### config.mk
export PLATFORM = sky130hd
export DESIGN_NAME = decode_stage
export DESIGN_NICKNAME = d
export VERILOG_FILES = /design/src/mips_pkg.sv /design/src/decode_stage.sv /design/src/branch_unit.sv /design/src/imm_extend.sv /design/src/ctrl_decoder.sv /design/src/reg_file.sv
export VERILOG_INCLUDE_DIRS = /design/src
export SDC_FILE = /design/constraint.sdc
export NUM_CORES = 2
export LEC_CHECK = 0
export BUFFER_PORTS_ARGS = -buffer_cell sky130_fd_sc_hd__clkbuf_2
export CAP_MARGIN = 20
export CORE_UTILIZATION = 45
export CTS_CLUSTER_DIAMETER = 40
export DETAILED_ROUTE_END_ITERATION = 7
export REMOVE_ABC_BUFFERS = 1
export SETUP_SLACK_MARGIN = 0.4
export SLEW_MARGIN = 10
export SYNTH_ARGS = -nofsm -noshare
export SYNTH_HDL_FRONTEND = slang
export SYNTH_SLANG_ARGS = --single-unit
### constraint.sdc
create_clock -name i_clk -period 6.9 [get_ports i_clk]
set_input_delay 1.38 -clock i_clk [delete_from_list [all_inputs] [get_ports i_clk]]
set_output_delay 1.38 -clock i_clk [all_outputs]
set_load 0.01 [all_outputs]
### src/mips_defines.svh
`ifndef MIPS_DEFINES_SVH
`define MIPS_DEFINES_SVH

// datapath widths
`define MIPS_XLEN       32
`define MIPS_REG_W      5
`define MIPS_NUM_REGS   32

// instruction field widths
`define MIPS_IMM_W      16
`define MIPS_IDX_W      26
`define MIPS_OPC_W      6

// lsb of each instruction field
`define MIPS_OPC_LSB    26
`define MIPS_RS_LSB     21
`define MIPS_RT_LSB     16
`define MIPS_RD_LSB     11   // rd, shamt and funct sit below this bit
`define MIPS_FUNCT_LSB  0

// pc bits kept above a jump index
`define MIPS_JMP_HI_W   (`MIPS_XLEN - `MIPS_IDX_W - 2)

`endif
### src/mips_pkg.sv
`default_nettype none
`include "mips_defines.svh"

package mips_pkg;

   // ##################################################################
   // instruction encodings
   // ##################################################################
   typedef enum logic [`MIPS_OPC_W-1:0] {
      OPC_SPECIAL = 6'b000000,
      OPC_J       = 6'b000010,
      OPC_JAL     = 6'b000011,
      OPC_BEQ     = 6'b000100,
      OPC_BNE     = 6'b000101,
      OPC_ADDI    = 6'b001000,
      OPC_SLTI    = 6'b001010,
      OPC_ANDI    = 6'b001100,
      OPC_ORI     = 6'b001101,
      OPC_XORI    = 6'b001110,
      OPC_LUI     = 6'b001111,
      OPC_LW      = 6'b100011,
      OPC_SW      = 6'b101011
   } opcode_e;

   // only the register jumps matter to decode
   typedef enum logic [`MIPS_OPC_W-1:0] {
      FN_JR   = 6'b001000,
      FN_JALR = 6'b001001
   } funct_e;

   // ##################################################################
   // control encodings
   // ##################################################################
   typedef enum logic [3:0] {
      ALU_ADD    = 4'b0000,
      ALU_BRANCH = 4'b0001,
      ALU_RTYPE  = 4'b0010,   // execute looks at funct
      ALU_SLT    = 4'b0011,
      ALU_AND    = 4'b0100,
      ALU_OR     = 4'b0101,
      ALU_XOR    = 4'b0110,
      ALU_LUI    = 4'b0111,
      ALU_NOP    = 4'b1000,
      ALU_LINK   = 4'b1001    // pc + 8 into the link reg
   } alu_op_e;

   typedef enum logic [1:0] {
      EXT_JUMP    = 2'd0,
      EXT_SIGN    = 2'd1,
      EXT_ZERO    = 2'd2,
      EXT_SPECIAL = 2'd3      // shamt and funct
   } ext_mode_e;

   typedef enum logic [1:0] {SRC_A_PC, SRC_A_RS, SRC_A_SHAMT} src_a_e;
   typedef enum logic [1:0] {DST_RD, DST_RT, DST_R31} dst_sel_e;
   typedef enum logic [2:0] {JK_NONE, JK_BEQ, JK_BNE, JK_JUMP, JK_JUMP_REG} jump_kind_e;

   typedef struct packed {
      alu_op_e  alu_op;
      src_a_e   src_a;
      logic     src_b_imm;   // 1 picks the immediate over rt
      dst_sel_e dst_sel;
      logic     mem_read;
      logic     mem_write;
      logic     reg_write;
   } ctrl_t;

   typedef struct packed {
      logic [`MIPS_XLEN-1:0]  pc;
      logic [`MIPS_XLEN-1:0]  rs_val;
      logic [`MIPS_XLEN-1:0]  rt_val;
      logic [`MIPS_XLEN-1:0]  imm;
      logic [`MIPS_REG_W-1:0] rt_num;
      logic [`MIPS_REG_W-1:0] rd_num;
      ctrl_t                  ctrl;
   } id_ex_t;

endpackage

`default_nettype wire

### src/decode_stage.sv
`timescale 1ns/1ps
`default_nettype none
`include "mips_defines.svh"

module decode_stage (
   input  wire                     i_clk,
   input  wire                     i_rst,
   input  wire [`MIPS_XLEN-1:0]    i_pc,
   input  wire [`MIPS_XLEN-1:0]    i_instr,
   input  wire [`MIPS_XLEN-1:0]    i_wb_data,
   input  wire [`MIPS_REG_W-1:0]   i_wb_addr,
   input  wire                     i_wb_we,
   output mips_pkg::id_ex_t        o_id_ex,
   output logic [`MIPS_XLEN-1:0]   o_brh_addr,
   output logic [`MIPS_XLEN-1:0]   o_jmp_addr,
   output logic                    o_take_branch,
   output logic                    o_pc_src,
   output logic                    o_flush
);

   mips_pkg::ctrl_t       ctrl;
   mips_pkg::ext_mode_e   ext_mode;
   mips_pkg::jump_kind_e  jump_kind;
   mips_pkg::id_ex_t      id_ex_d;
   logic [`MIPS_XLEN-1:0] imm;
   logic [`MIPS_XLEN-1:0] rs_val;
   logic [`MIPS_XLEN-1:0] rt_val;
   logic                  rs_eq_rt;

   // ##################################################################
   // decode blocks
   // ##################################################################
   reg_file reg_file_inst (
      .i_clk     (i_clk),
      .i_rst     (i_rst),
      .i_rs_addr (i_instr[`MIPS_RS_LSB +: `MIPS_REG_W]),
      .i_rt_addr (i_instr[`MIPS_RT_LSB +: `MIPS_REG_W]),
      .i_wr_addr (i_wb_addr),
      .i_wr_data (i_wb_data),
      .i_wr_en   (i_wb_we),
      .o_rs_val  (rs_val),
      .o_rt_val  (rt_val),
      .o_equal   (rs_eq_rt)
   );

   ctrl_decoder ctrl_decoder_inst (
      .i_instr     (i_instr),
      .o_ctrl      (ctrl),
      .o_ext_mode  (ext_mode),
      .o_jump_kind (jump_kind)
   );

   imm_extend imm_extend_inst (
      .i_instr (i_instr),
      .i_mode  (ext_mode),
      .o_imm   (imm)
   );

   branch_unit branch_unit_inst (   // same-cycle redirect to fetch
      .i_kind        (jump_kind),
      .i_pc          (i_pc),
      .i_imm         (imm),
      .i_rs_val      (rs_val),
      .i_equal       (rs_eq_rt),
      .o_brh_addr    (o_brh_addr),
      .o_jmp_addr    (o_jmp_addr),
      .o_take_branch (o_take_branch),
      .o_pc_src      (o_pc_src),
      .o_flush       (o_flush)
   );

   // ##################################################################
   // id/ex register
   // ##################################################################
   always_comb begin
      id_ex_d.pc     = i_pc;
      id_ex_d.rs_val = rs_val;
      id_ex_d.rt_val = rt_val;
      id_ex_d.imm    = imm;
      id_ex_d.rt_num = i_instr[`MIPS_RT_LSB +: `MIPS_REG_W];
      id_ex_d.rd_num = i_instr[`MIPS_RD_LSB +: `MIPS_REG_W];
      id_ex_d.ctrl   = ctrl;
   end

   always_ff @(posedge i_clk) begin
      if (i_rst) begin
         o_id_ex <= '0;      // clears reg_write and the mem strobes
      end else begin
         o_id_ex <= id_ex_d;
      end
   end

endmodule

`default_nettype wire

### src/branch_unit.sv
`timescale 1ns/1ps
`default_nettype none
`include "mips_defines.svh"

module branch_unit (
   input  mips_pkg::jump_kind_e    i_kind,
   input  wire [`MIPS_XLEN-1:0]    i_pc,
   input  wire [`MIPS_XLEN-1:0]    i_imm,
   input  wire [`MIPS_XLEN-1:0]    i_rs_val,
   input  wire                     i_equal,
   output logic [`MIPS_XLEN-1:0]   o_brh_addr,
   output logic [`MIPS_XLEN-1:0]   o_jmp_addr,
   output logic                    o_take_branch,
   output logic                    o_pc_src,
   output logic                    o_flush
);

   logic [`MIPS_XLEN-1:0] region_addr;   // pc region + index

   assign o_brh_addr = i_pc + (i_imm << 2);

   assign region_addr = {i_pc[`MIPS_XLEN-1 -: `MIPS_JMP_HI_W],
                         i_imm[`MIPS_IDX_W-1:0], 2'b00};

   assign o_jmp_addr = (i_kind == mips_pkg::JK_JUMP_REG) ? i_rs_val : region_addr;

   // beq on equal, bne on differ
   assign o_take_branch = ((i_kind == mips_pkg::JK_BEQ) &&  i_equal) ||
                          ((i_kind == mips_pkg::JK_BNE) && !i_equal);

   assign o_pc_src = (i_kind == mips_pkg::JK_JUMP) ||
                     (i_kind == mips_pkg::JK_JUMP_REG);

   // the slot behind any branch or jump is dropped, taken or not
   assign o_flush = (i_kind != mips_pkg::JK_NONE);

endmodule

`default_nettype wire

### src/imm_extend.sv
`timescale 1ns/1ps
`default_nettype none
`include "mips_defines.svh"

module imm_extend (
   input  wire [`MIPS_XLEN-1:0]    i_instr,
   input  mips_pkg::ext_mode_e     i_mode,
   output logic [`MIPS_XLEN-1:0]   o_imm
);

   logic [`MIPS_IMM_W-1:0] imm16;

   assign imm16 = i_instr[`MIPS_IMM_W-1:0];

   always_comb begin
      case (i_mode)
         mips_pkg::EXT_JUMP:
            o_imm = {{(`MIPS_XLEN-`MIPS_IDX_W){1'b0}}, i_instr[`MIPS_IDX_W-1:0]};
         mips_pkg::EXT_SIGN:
            o_imm = {{(`MIPS_XLEN-`MIPS_IMM_W){imm16[`MIPS_IMM_W-1]}}, imm16};
         mips_pkg::EXT_ZERO:
            o_imm = {{(`MIPS_XLEN-`MIPS_IMM_W){1'b0}}, imm16};
         mips_pkg::EXT_SPECIAL:   // shamt and funct from bits 10:0
            o_imm = {{(`MIPS_XLEN-`MIPS_RD_LSB){1'b0}}, i_instr[`MIPS_RD_LSB-1:0]};
         default:
            o_imm = '0;
      endcase
   end

endmodule

`default_nettype wire

### src/ctrl_decoder.sv
`timescale 1ns/1ps
`default_nettype none
`include "mips_defines.svh"

module ctrl_decoder (
   input  wire [`MIPS_XLEN-1:0]     i_instr,
   output mips_pkg::ctrl_t          o_ctrl,
   output mips_pkg::ext_mode_e      o_ext_mode,
   output mips_pkg::jump_kind_e     o_jump_kind
);

   mips_pkg::opcode_e opcode;
   mips_pkg::funct_e  funct;

   assign opcode = mips_pkg::opcode_e'(i_instr[`MIPS_OPC_LSB +: `MIPS_OPC_W]);
   assign funct  = mips_pkg::funct_e'(i_instr[`MIPS_FUNCT_LSB +: `MIPS_OPC_W]);

   // rs op imm into rt for the immediate alu ops and lw/sw
   function automatic mips_pkg::ctrl_t imm_ctrl(input mips_pkg::alu_op_e op);
      mips_pkg::ctrl_t c;
      c           = '0;
      c.alu_op    = op;
      c.src_a     = mips_pkg::SRC_A_RS;
      c.src_b_imm = 1'b1;
      c.dst_sel   = mips_pkg::DST_RT;
      c.reg_write = 1'b1;
      return c;
   endfunction

   // ##################################################################
   // main decode
   // ##################################################################
   always_comb begin
      // defaults give a nop with no writes
      o_ctrl           = '0;
      o_ctrl.alu_op    = mips_pkg::ALU_NOP;
      o_ctrl.src_a     = mips_pkg::SRC_A_PC;
      o_ctrl.dst_sel   = mips_pkg::DST_RD;
      o_ext_mode       = mips_pkg::EXT_SIGN;
      o_jump_kind      = mips_pkg::JK_NONE;

      case (opcode)
         mips_pkg::OPC_SPECIAL: begin
            o_ext_mode       = mips_pkg::EXT_SPECIAL;
            o_ctrl.alu_op    = mips_pkg::ALU_RTYPE;
            o_ctrl.src_a     = mips_pkg::SRC_A_SHAMT;   // B stays rt
            o_ctrl.dst_sel   = mips_pkg::DST_RD;
            o_ctrl.reg_write = 1'b1;
            if (funct == mips_pkg::FN_JR) begin
               o_jump_kind      = mips_pkg::JK_JUMP_REG;
               o_ctrl.alu_op    = mips_pkg::ALU_NOP;
               o_ctrl.reg_write = 1'b0;                  // plain jr links nothing
            end else if (funct == mips_pkg::FN_JALR) begin
               o_jump_kind      = mips_pkg::JK_JUMP_REG;
               o_ctrl.alu_op    = mips_pkg::ALU_LINK;
               o_ctrl.src_a     = mips_pkg::SRC_A_PC;
            end
         end
         mips_pkg::OPC_J: begin
            o_ext_mode  = mips_pkg::EXT_JUMP;
            o_jump_kind = mips_pkg::JK_JUMP;
         end
         mips_pkg::OPC_JAL: begin
            o_ext_mode       = mips_pkg::EXT_JUMP;
            o_jump_kind      = mips_pkg::JK_JUMP;
            o_ctrl.alu_op    = mips_pkg::ALU_LINK;
            o_ctrl.dst_sel   = mips_pkg::DST_R31;
            o_ctrl.reg_write = 1'b1;
         end
         mips_pkg::OPC_BEQ, mips_pkg::OPC_BNE: begin
            o_ctrl.alu_op = mips_pkg::ALU_BRANCH;
            o_ctrl.src_a  = mips_pkg::SRC_A_RS;
            o_jump_kind   = (opcode == mips_pkg::OPC_BEQ) ? mips_pkg::JK_BEQ
                                                          : mips_pkg::JK_BNE;
         end
         mips_pkg::OPC_ADDI: o_ctrl = imm_ctrl(mips_pkg::ALU_ADD);
         mips_pkg::OPC_SLTI: o_ctrl = imm_ctrl(mips_pkg::ALU_SLT);
         mips_pkg::OPC_ANDI: begin
            o_ctrl     = imm_ctrl(mips_pkg::ALU_AND);
            o_ext_mode = mips_pkg::EXT_ZERO;
         end
         mips_pkg::OPC_ORI: begin
            o_ctrl     = imm_ctrl(mips_pkg::ALU_OR);
            o_ext_mode = mips_pkg::EXT_ZERO;
         end
         mips_pkg::OPC_XORI: begin
            o_ctrl     = imm_ctrl(mips_pkg::ALU_XOR);
            o_ext_mode = mips_pkg::EXT_ZERO;
         end
         mips_pkg::OPC_LUI: begin
            o_ctrl     = imm_ctrl(mips_pkg::ALU_LUI);
            o_ext_mode = mips_pkg::EXT_ZERO;    // execute shifts it up
         end
         mips_pkg::OPC_LW: begin
            o_ctrl          = imm_ctrl(mips_pkg::ALU_ADD);   // base + offset
            o_ctrl.mem_read = 1'b1;
         end
         mips_pkg::OPC_SW: begin
            o_ctrl           = imm_ctrl(mips_pkg::ALU_ADD);
            o_ctrl.reg_write = 1'b0;
            o_ctrl.mem_write = 1'b1;
         end
         default: ;   // keep the nop
      endcase
   end

endmodule

`default_nettype wire

### src/reg_file.sv
`timescale 1ns/1ps
`default_nettype none
`include "mips_defines.svh"

module reg_file (
   input  wire                    i_clk,
   input  wire                    i_rst,
   input  wire [`MIPS_REG_W-1:0]  i_rs_addr,
   input  wire [`MIPS_REG_W-1:0]  i_rt_addr,
   input  wire [`MIPS_REG_W-1:0]  i_wr_addr,
   input  wire [`MIPS_XLEN-1:0]   i_wr_data,
   input  wire                    i_wr_en,
   output logic [`MIPS_XLEN-1:0]  o_rs_val,
   output logic [`MIPS_XLEN-1:0]  o_rt_val,
   output logic                   o_equal
);

   logic [`MIPS_XLEN-1:0] regs [`MIPS_NUM_REGS];
   logic                  wr_ok;

   assign wr_ok = i_wr_en && (i_wr_addr != '0);   // r0 never takes a write

   always_ff @(posedge i_clk) begin
      if (i_rst) begin
         for (int i = 0; i < `MIPS_NUM_REGS; i++) begin
            regs[i] <= '0;
         end
      end else if (wr_ok) begin
         regs[i_wr_addr] <= i_wr_data;
      end
   end

   // writeback data bypasses the array in the same cycle
   assign o_rs_val = (i_rs_addr == '0)                  ? '0        :
                     (wr_ok && i_wr_addr == i_rs_addr)  ? i_wr_data :
                                                          regs[i_rs_addr];
   assign o_rt_val = (i_rt_addr == '0)                  ? '0        :
                     (wr_ok && i_wr_addr == i_rt_addr)  ? i_wr_data :
                                                          regs[i_rt_addr];

   assign o_equal = (o_rs_val == o_rt_val);   // for beq / bne

endmodule

`default_nettype wire

== Yosys cells after proc, flatten, opt, wreduce, memory -nomap -nowiden ==
Memory sizes are Yosys's and may differ from the RTL's.
Cells that the tools add are included.

* Register bits after elaboration: 150
* RAM bits: 1024
* Bits of input ports: 104
* Output and inout bits: 217
* Logic and storage cells: 90
* Memories kept: 1

* Add/sub/neg operators: 1
* Equal/unequal tests: 24
* Mux-type cells: 29
* Reduce and logical (&&, ||, !) cells: 22

{| class="wikitable"
|+ Memories
! memory !! depth !! width !! rd ports !! clocked after memory_dff !! wr ports !! line !! text
|-
| reg_file_inst.regs || 32 || 32 || 2 || 0 || 32 || reg_file.sv:18 || <nowiki>logic [`MIPS_XLEN-1:0] regs [`MIPS_NUM_REGS];</nowiki>
|}

{| class="wikitable"
|+ Operators with widths
! operator !! count
|-
| $mux W32 || 6
|-
| $pmux W32 S4 || 1
|-
| $eq A6 B4 Y1 const B || 8
|-
| $pmux W4 S9 || 1
|-
| $add A32 B32 Y32 || 1
|-
| $eq A32 B32 Y1 || 1
|-
| $reduce_or A32 Y1 || 1
|-
| $reduce_or A8 Y1 || 2
|-
| $eq A6 B2 Y1 const B || 2
|-
| $eq A6 B3 Y1 const B || 2
|-
| $eq A6 B6 Y1 const B || 2
|-
| $pmux W2 S2 || 3
|-
| $eq A5 B5 Y1 || 2
|-
| $logic_not A5 Y1 || 2
|-
| $reduce_or A10 Y1 || 1
|-
| $pmux W3 S3 || 1
|-
| $mux W1 || 8
|-
| $eq A3 B2 Y1 const B || 2
|-
| $logic_not A6 Y1 || 1
|-
| $mux W3 || 2
|-
| $mux W6 || 1
|-
| $pmux W2 S3 || 1
|-
| $logic_and A1 B1 Y1 || 5
|-
| $mux W5 || 1
|-
| 15 further kinds || 19
|}

== Depth between registers and ports, before layout ==
* Depth after elaboration: 9
* Depth in mapped cells: 19
* Mapped depth without buffers: 18

== Modules after synthesis ==
From an unflattened synthesis, not the netlist that was laid out.

* Cell total of the unflattened synthesis: 4575
* Area total of the unflattened synthesis: 62566.3 um^2

{| class="wikitable"
|+ Modules (own cells, without submodules)
! module !! times used !! cells an instance !! area an instance (um^2)
|-
| reg_file || 1 || 3891 || 55927.4
|-
| decode_stage || 1 || 316 || 4023.9
|-
| branch_unit || 1 || 268 || 1974.4
|-
| ctrl_decoder || 1 || 53 || 341.6
|-
| imm_extend || 1 || 47 || 299.0
|}

== Least setup slack after synthesis ==
OpenSTA, ideal clock, no wires.

* Path kind: in2out
* Start point: in i_instr[30]
* End point: out o_brh_addr[30]
* Arrival time: 4.952 ns
* Data required time: 5.520 ns
* Slack: 0.568 ns
* Stages: 19
* Path buffers: 2
* Path through: clkbuf_1 -> nor2_1 -> nand3_1 -> and2_1 -> and2_1 -> clkbuf_1 -> a21oi_1 -> inv_1 -> ha_1 -> a21oi_1 -> nor2_1 -> a211o_1 -> o21bai_1 -> inv_1 -> a31oi_1 -> a41o_1 -> or4_1 -> a211o_1 -> o211ai_1

* Cells in the longest elaborated chain, start to end: 6
* Elaborated cells between the ends (all ways): 16

{| class="wikitable"
|+ RTL lines
! element !! line !! text
|-
| from (decl) || decode_stage.sv:9 || <nowiki>input wire [`MIPS_XLEN-1:0] i_instr,</nowiki>
|-
| $eq A6 B4 Y1 / $eq A6 B2 Y1 (equally long branches) || ctrl_decoder.sv:42 || <nowiki>case (opcode)</nowiki>
|-
| $reduce_or A4 Y1 (no line) / $reduce_or A2 Y1 (equally long branches) || n/a ||
|-
| $pmux W2 S3 (*) || ctrl_decoder.sv:42 ||
|-
| $eq A2 B2 Y1 (tied with other cells) || imm_extend.sv:16 || <nowiki>case (i_mode)</nowiki>
|-
| $pmux W32 S4 (*) || imm_extend.sv:16 ||
|-
| via branch_unit_inst.i_imm[15] || branch_unit.sv:8 || <nowiki>input wire [`MIPS_XLEN-1:0] i_imm,</nowiki>
|-
| $add A32 B32 Y32 (*) || branch_unit.sv:20 || <nowiki>assign o_brh_addr = i_pc + (i_imm << 2);</nowiki>
|-
| to (decl) || decode_stage.sv:14 || <nowiki>output logic [`MIPS_XLEN-1:0] o_brh_addr,</nowiki>
|}

Mark *: on every way through the listed nets, which the timed path passes. The rest lies on a longest branch. The select of a mux whose other input is x is not followed.

== Final worst setup path ==
* Start point: in i_instr[19]
* End point: out o_take_branch

* Cells in the longest elaborated chain, start to end: 8
* Elaborated cells between the ends (all ways): 11

{| class="wikitable"
|+ RTL lines
! element !! line !! text
|-
| parallel branches: the longest is 3 deep, another holds $mem_v2 Z32 W32 || n/a ||
|-
| $mux W32 (*) || reg_file.sv:37 || <nowiki>assign o_rt_val = (i_rt_addr == '0) ? '0 :</nowiki>
|-
| $eq A32 B32 Y1 (*) || reg_file.sv:41 || <nowiki>assign o_equal = (o_rs_val == o_rt_val);</nowiki>
|-
| $logic_not A1 Y1 || branch_unit.sv:29 || <nowiki>((i_kind == mips_pkg::JK_BNE) && !i_equal);</nowiki>
|-
| $logic_and A1 B1 Y1 || branch_unit.sv:29 ||
|-
| $logic_or A1 B1 Y1 (*) || branch_unit.sv:28 || <nowiki>assign o_take_branch = ((i_kind == mips_pkg::JK_BEQ) && i_equal) ||</nowiki>
|-
| to (decl) || decode_stage.sv:16 || <nowiki>output logic o_take_branch,</nowiki>
|}

Mark *: on every way between the ends.

==> metrics.csv <==
metric,value,unit
status,finished clean,
LEAKAGE,27.9,nW
net switching power figure,5.58,mW
GRT busiest layer,met2,
R2R depth,6,
hold wc startpoint,i_pc[4],
GP Congestion,0.968,
PwrDens,273,nW/um^2
fin cells,6995,
worst slew pin tran,1.22,ns
Critical Path Slowest Stage Cell,or4_4,
Comb power frac,14.4,%
synth warn,0,
fmax,0.151,GHz
register area share after synthesis,54.5,%
Sink Count,1169,
Slew Limit Fails,0,
I/O Buffers,320,
Residual DRC,0,
die height,372,um
crit path from,i_instr[19],
Critical Path AT,5.26,ns
Clk pwr share,44.9,%
final hold vios,0,
most common cell in the netlist,edfxtp_1,
R2R Setup Slk,4.58,ns
Synth Flop Type,edfxtp_1,
internal power,14.8,mW
vias,45518,
hold_buf cts,0,
synth top area cells,"edfxtp_1 (50%), mux4_2 (15%), and2_1 (9.9%)",
CTS Buf Count,176,
met2 Use GR,54.7,%
number of flops mapped to enable cells by yosys,1024,
vias per cell,6.51,
max_cap viols,0,
Startpoint Class,input port,
Sw Ratio,27.3,%
worst path cell trace,clkbuf_4 -> buf_4 -> nand3_1 -> buf_4 -> o22ai_1 -> nor4_1 -> a22oi_1 -> xnor2_1 -> buf_4 -> nand4_1 -> or4_4 -> nor2_4 -> mux2_4 -> clkbuf_2,
clock root buffer,clkbuf_16,
number of global-route vias before repair,43526,
"Avg Cell Area, Syn",13.8,um^2
initial core utilization,45.5,%
Tmin final,6.64,ns
Core ar.,136000,um^2
critical path depth,14,
Placed Cells incl. Taps,6582,
GRT met1 Usage,45.5,%
Flop pwr share,40.7,%
Gate Count Post-Synth,4479,
clk_skew,0.0236,ns
R2R Path End,o_id_ex[55],
# IOs,321,
"FF+latch count, synth",1169,
Buf/Inv on CP,5,
reg2reg start,reg_file_inst.regs[14][1],
Synth area leader,edfxtp_1,
total track usage,36.3,%
post-DR wirelength/cell,36.6,um
antenna-violating nets left,0,
RSZ-0062 raised after global routing,false,
"Req. time, crit path",5.52,ns
CTS tree,done,
Worst slew margin,18.5,%
Clock Latency Late Sink,0.82,ns
Final setup viols,0,
peak supply drop,209,uV
# rows,135,
die area,139000,um^2
Finished Core Util,55.0,%
pin count of the biggest net entering global routing,70,
DRT Pass-1 Iters,8,
Final Total Pwr,20.4,mW
met3 Use GR,11.4,%
final hold slack,0.801,ns
HP Class,input port to register,
fin area,74800,um^2
nets@finish,5171,
"Clk pin slew, worst setup/hold paths",0.05,ns
share of synthesized registers carrying an async set or reset,0,%
Die W,372,um
dpl cell area,67300,um^2
first-pass GRT wire length,344000,um
grt ovf,0,
Area Overhead vs Synth,21.1,%
"top cells by count, synth","edfxtp_1 (1,024), and2_1 (977), mux4_2 (418)",
worst stage delay on the critical path,0.59,ns
H-tree depth,4,
post-DP HPWL,162000,um
Synth cell types,89,
clk buf depth,3,
share of layout cells above drive strength 1,32.5,%
critical path class,input port to output pin,
Post-Syn Area,61700,um^2
1st-iter DRT viols,7699,
CP endpoint,o_take_branch,
peak fanout along the critical path,7,
post-synth top area share,49.8,%
final period utilization,96.2,%
CP dominant cell by count,buf_4,
drt total wl,256000,um
initial antenna violation count,42,
cell family with most CP delay,simple AND/OR/NAND/NOR gates,
Setup crit end kind,output pin,
[how the worst min path moves through the flow]
| stage | end | cells past startpoint |
|---|---|---|
| floorplan | o_id_ex[74] | 5 |
| global placement | o_id_ex[61] | 5 |
| detailed placement | o_id_ex[61] | 5 |
| CTS | o_id_ex[126] | 2 |
| global route | o_id_ex[126] | 2 |
| finish | o_id_ex[122] | 2 |
[flip-flops by register name, indices dropped and copies added (netlist names)]
register	cells
o_id_ex	145
reg_file_inst.regs	1024
[timing repair]
item	4_1_cts	5_1_grt
endpoints found under the setup margin	3	5
resized for setup	65	46
setup buffers	10	33
gates cloned	9	5
pin swaps	10	13
[cell usage in the layout (no fill, tap or decap), types with 68 or more instances in the layout]
master and n:
mux2i_1 189, dfxtp_1 145, and2_1 975, nor2b_1 90
o21ai_0 68, a22oi_1 94, buf_4 393, mux4_2 418
clkbuf_16 188, clkbuf_2 310, nor2_1 116, nand2_1 100
edfxtp_1 1024
[power groups by stage]
stage	Combinational (mW)	Sequential, mW	Clock [mW]
floorplan	1.20	8.38	0
global placement	2.72	8.42	0
detailed placement	2.73	8.43	0
CTS	2.81	8.30	9.22
global route	3.02	8.34	9.50
finish	2.95	8.31	9.17
[metrics by stage]
| step | setup TNS, ns | setup WS, ns |
|---|---|---|
| 6_report | 0 | 0.265 |
| 5_1_grt | 0 | 0.288 |
| 4_1_cts | 0 | 0.362 |
| 3_5_place_dp | -0.373 | -0.373 |
| 3_3_place_gp | -0.339 | -0.339 |
| 2_1_floorplan | 0 | 0.544 |
[cell families after synthesis]
kind of cell / share of synthesized area (%)
simple gates: 14.7
flops: 54.5
mux: 18.5
compound gates: 6.60
buf+inv: 4.06
xor+xnor: 0.979
fa+ha+maj: 0.620
other cells: 0.00607
[layer usage]
| layer | up-vias | part of all wire [%] |
|---|---|---|
| met1 | 22678 | 35 |
| li1 | 18163 | - |
| met3 | 812 | 14 |
| met4 | 10 | 7.0 |
| met5 | - | 0.031 |
| met2 | 3855 | 44 |
[final cells by class]
class,count,area [um^2]
Tap cell,1781,2230
Fill cell,11194,61100
Sequential cell,1169,33700
Multi-Input combinational cell,2870,26300
Clock inverter,130,1360
Antenna cell,23,57.6
Inverter,31,120
Timing Repair Buffer,789,6300
Clock buffer,202,4700
No activity file was read; power rests on OpenSTA's default activity.
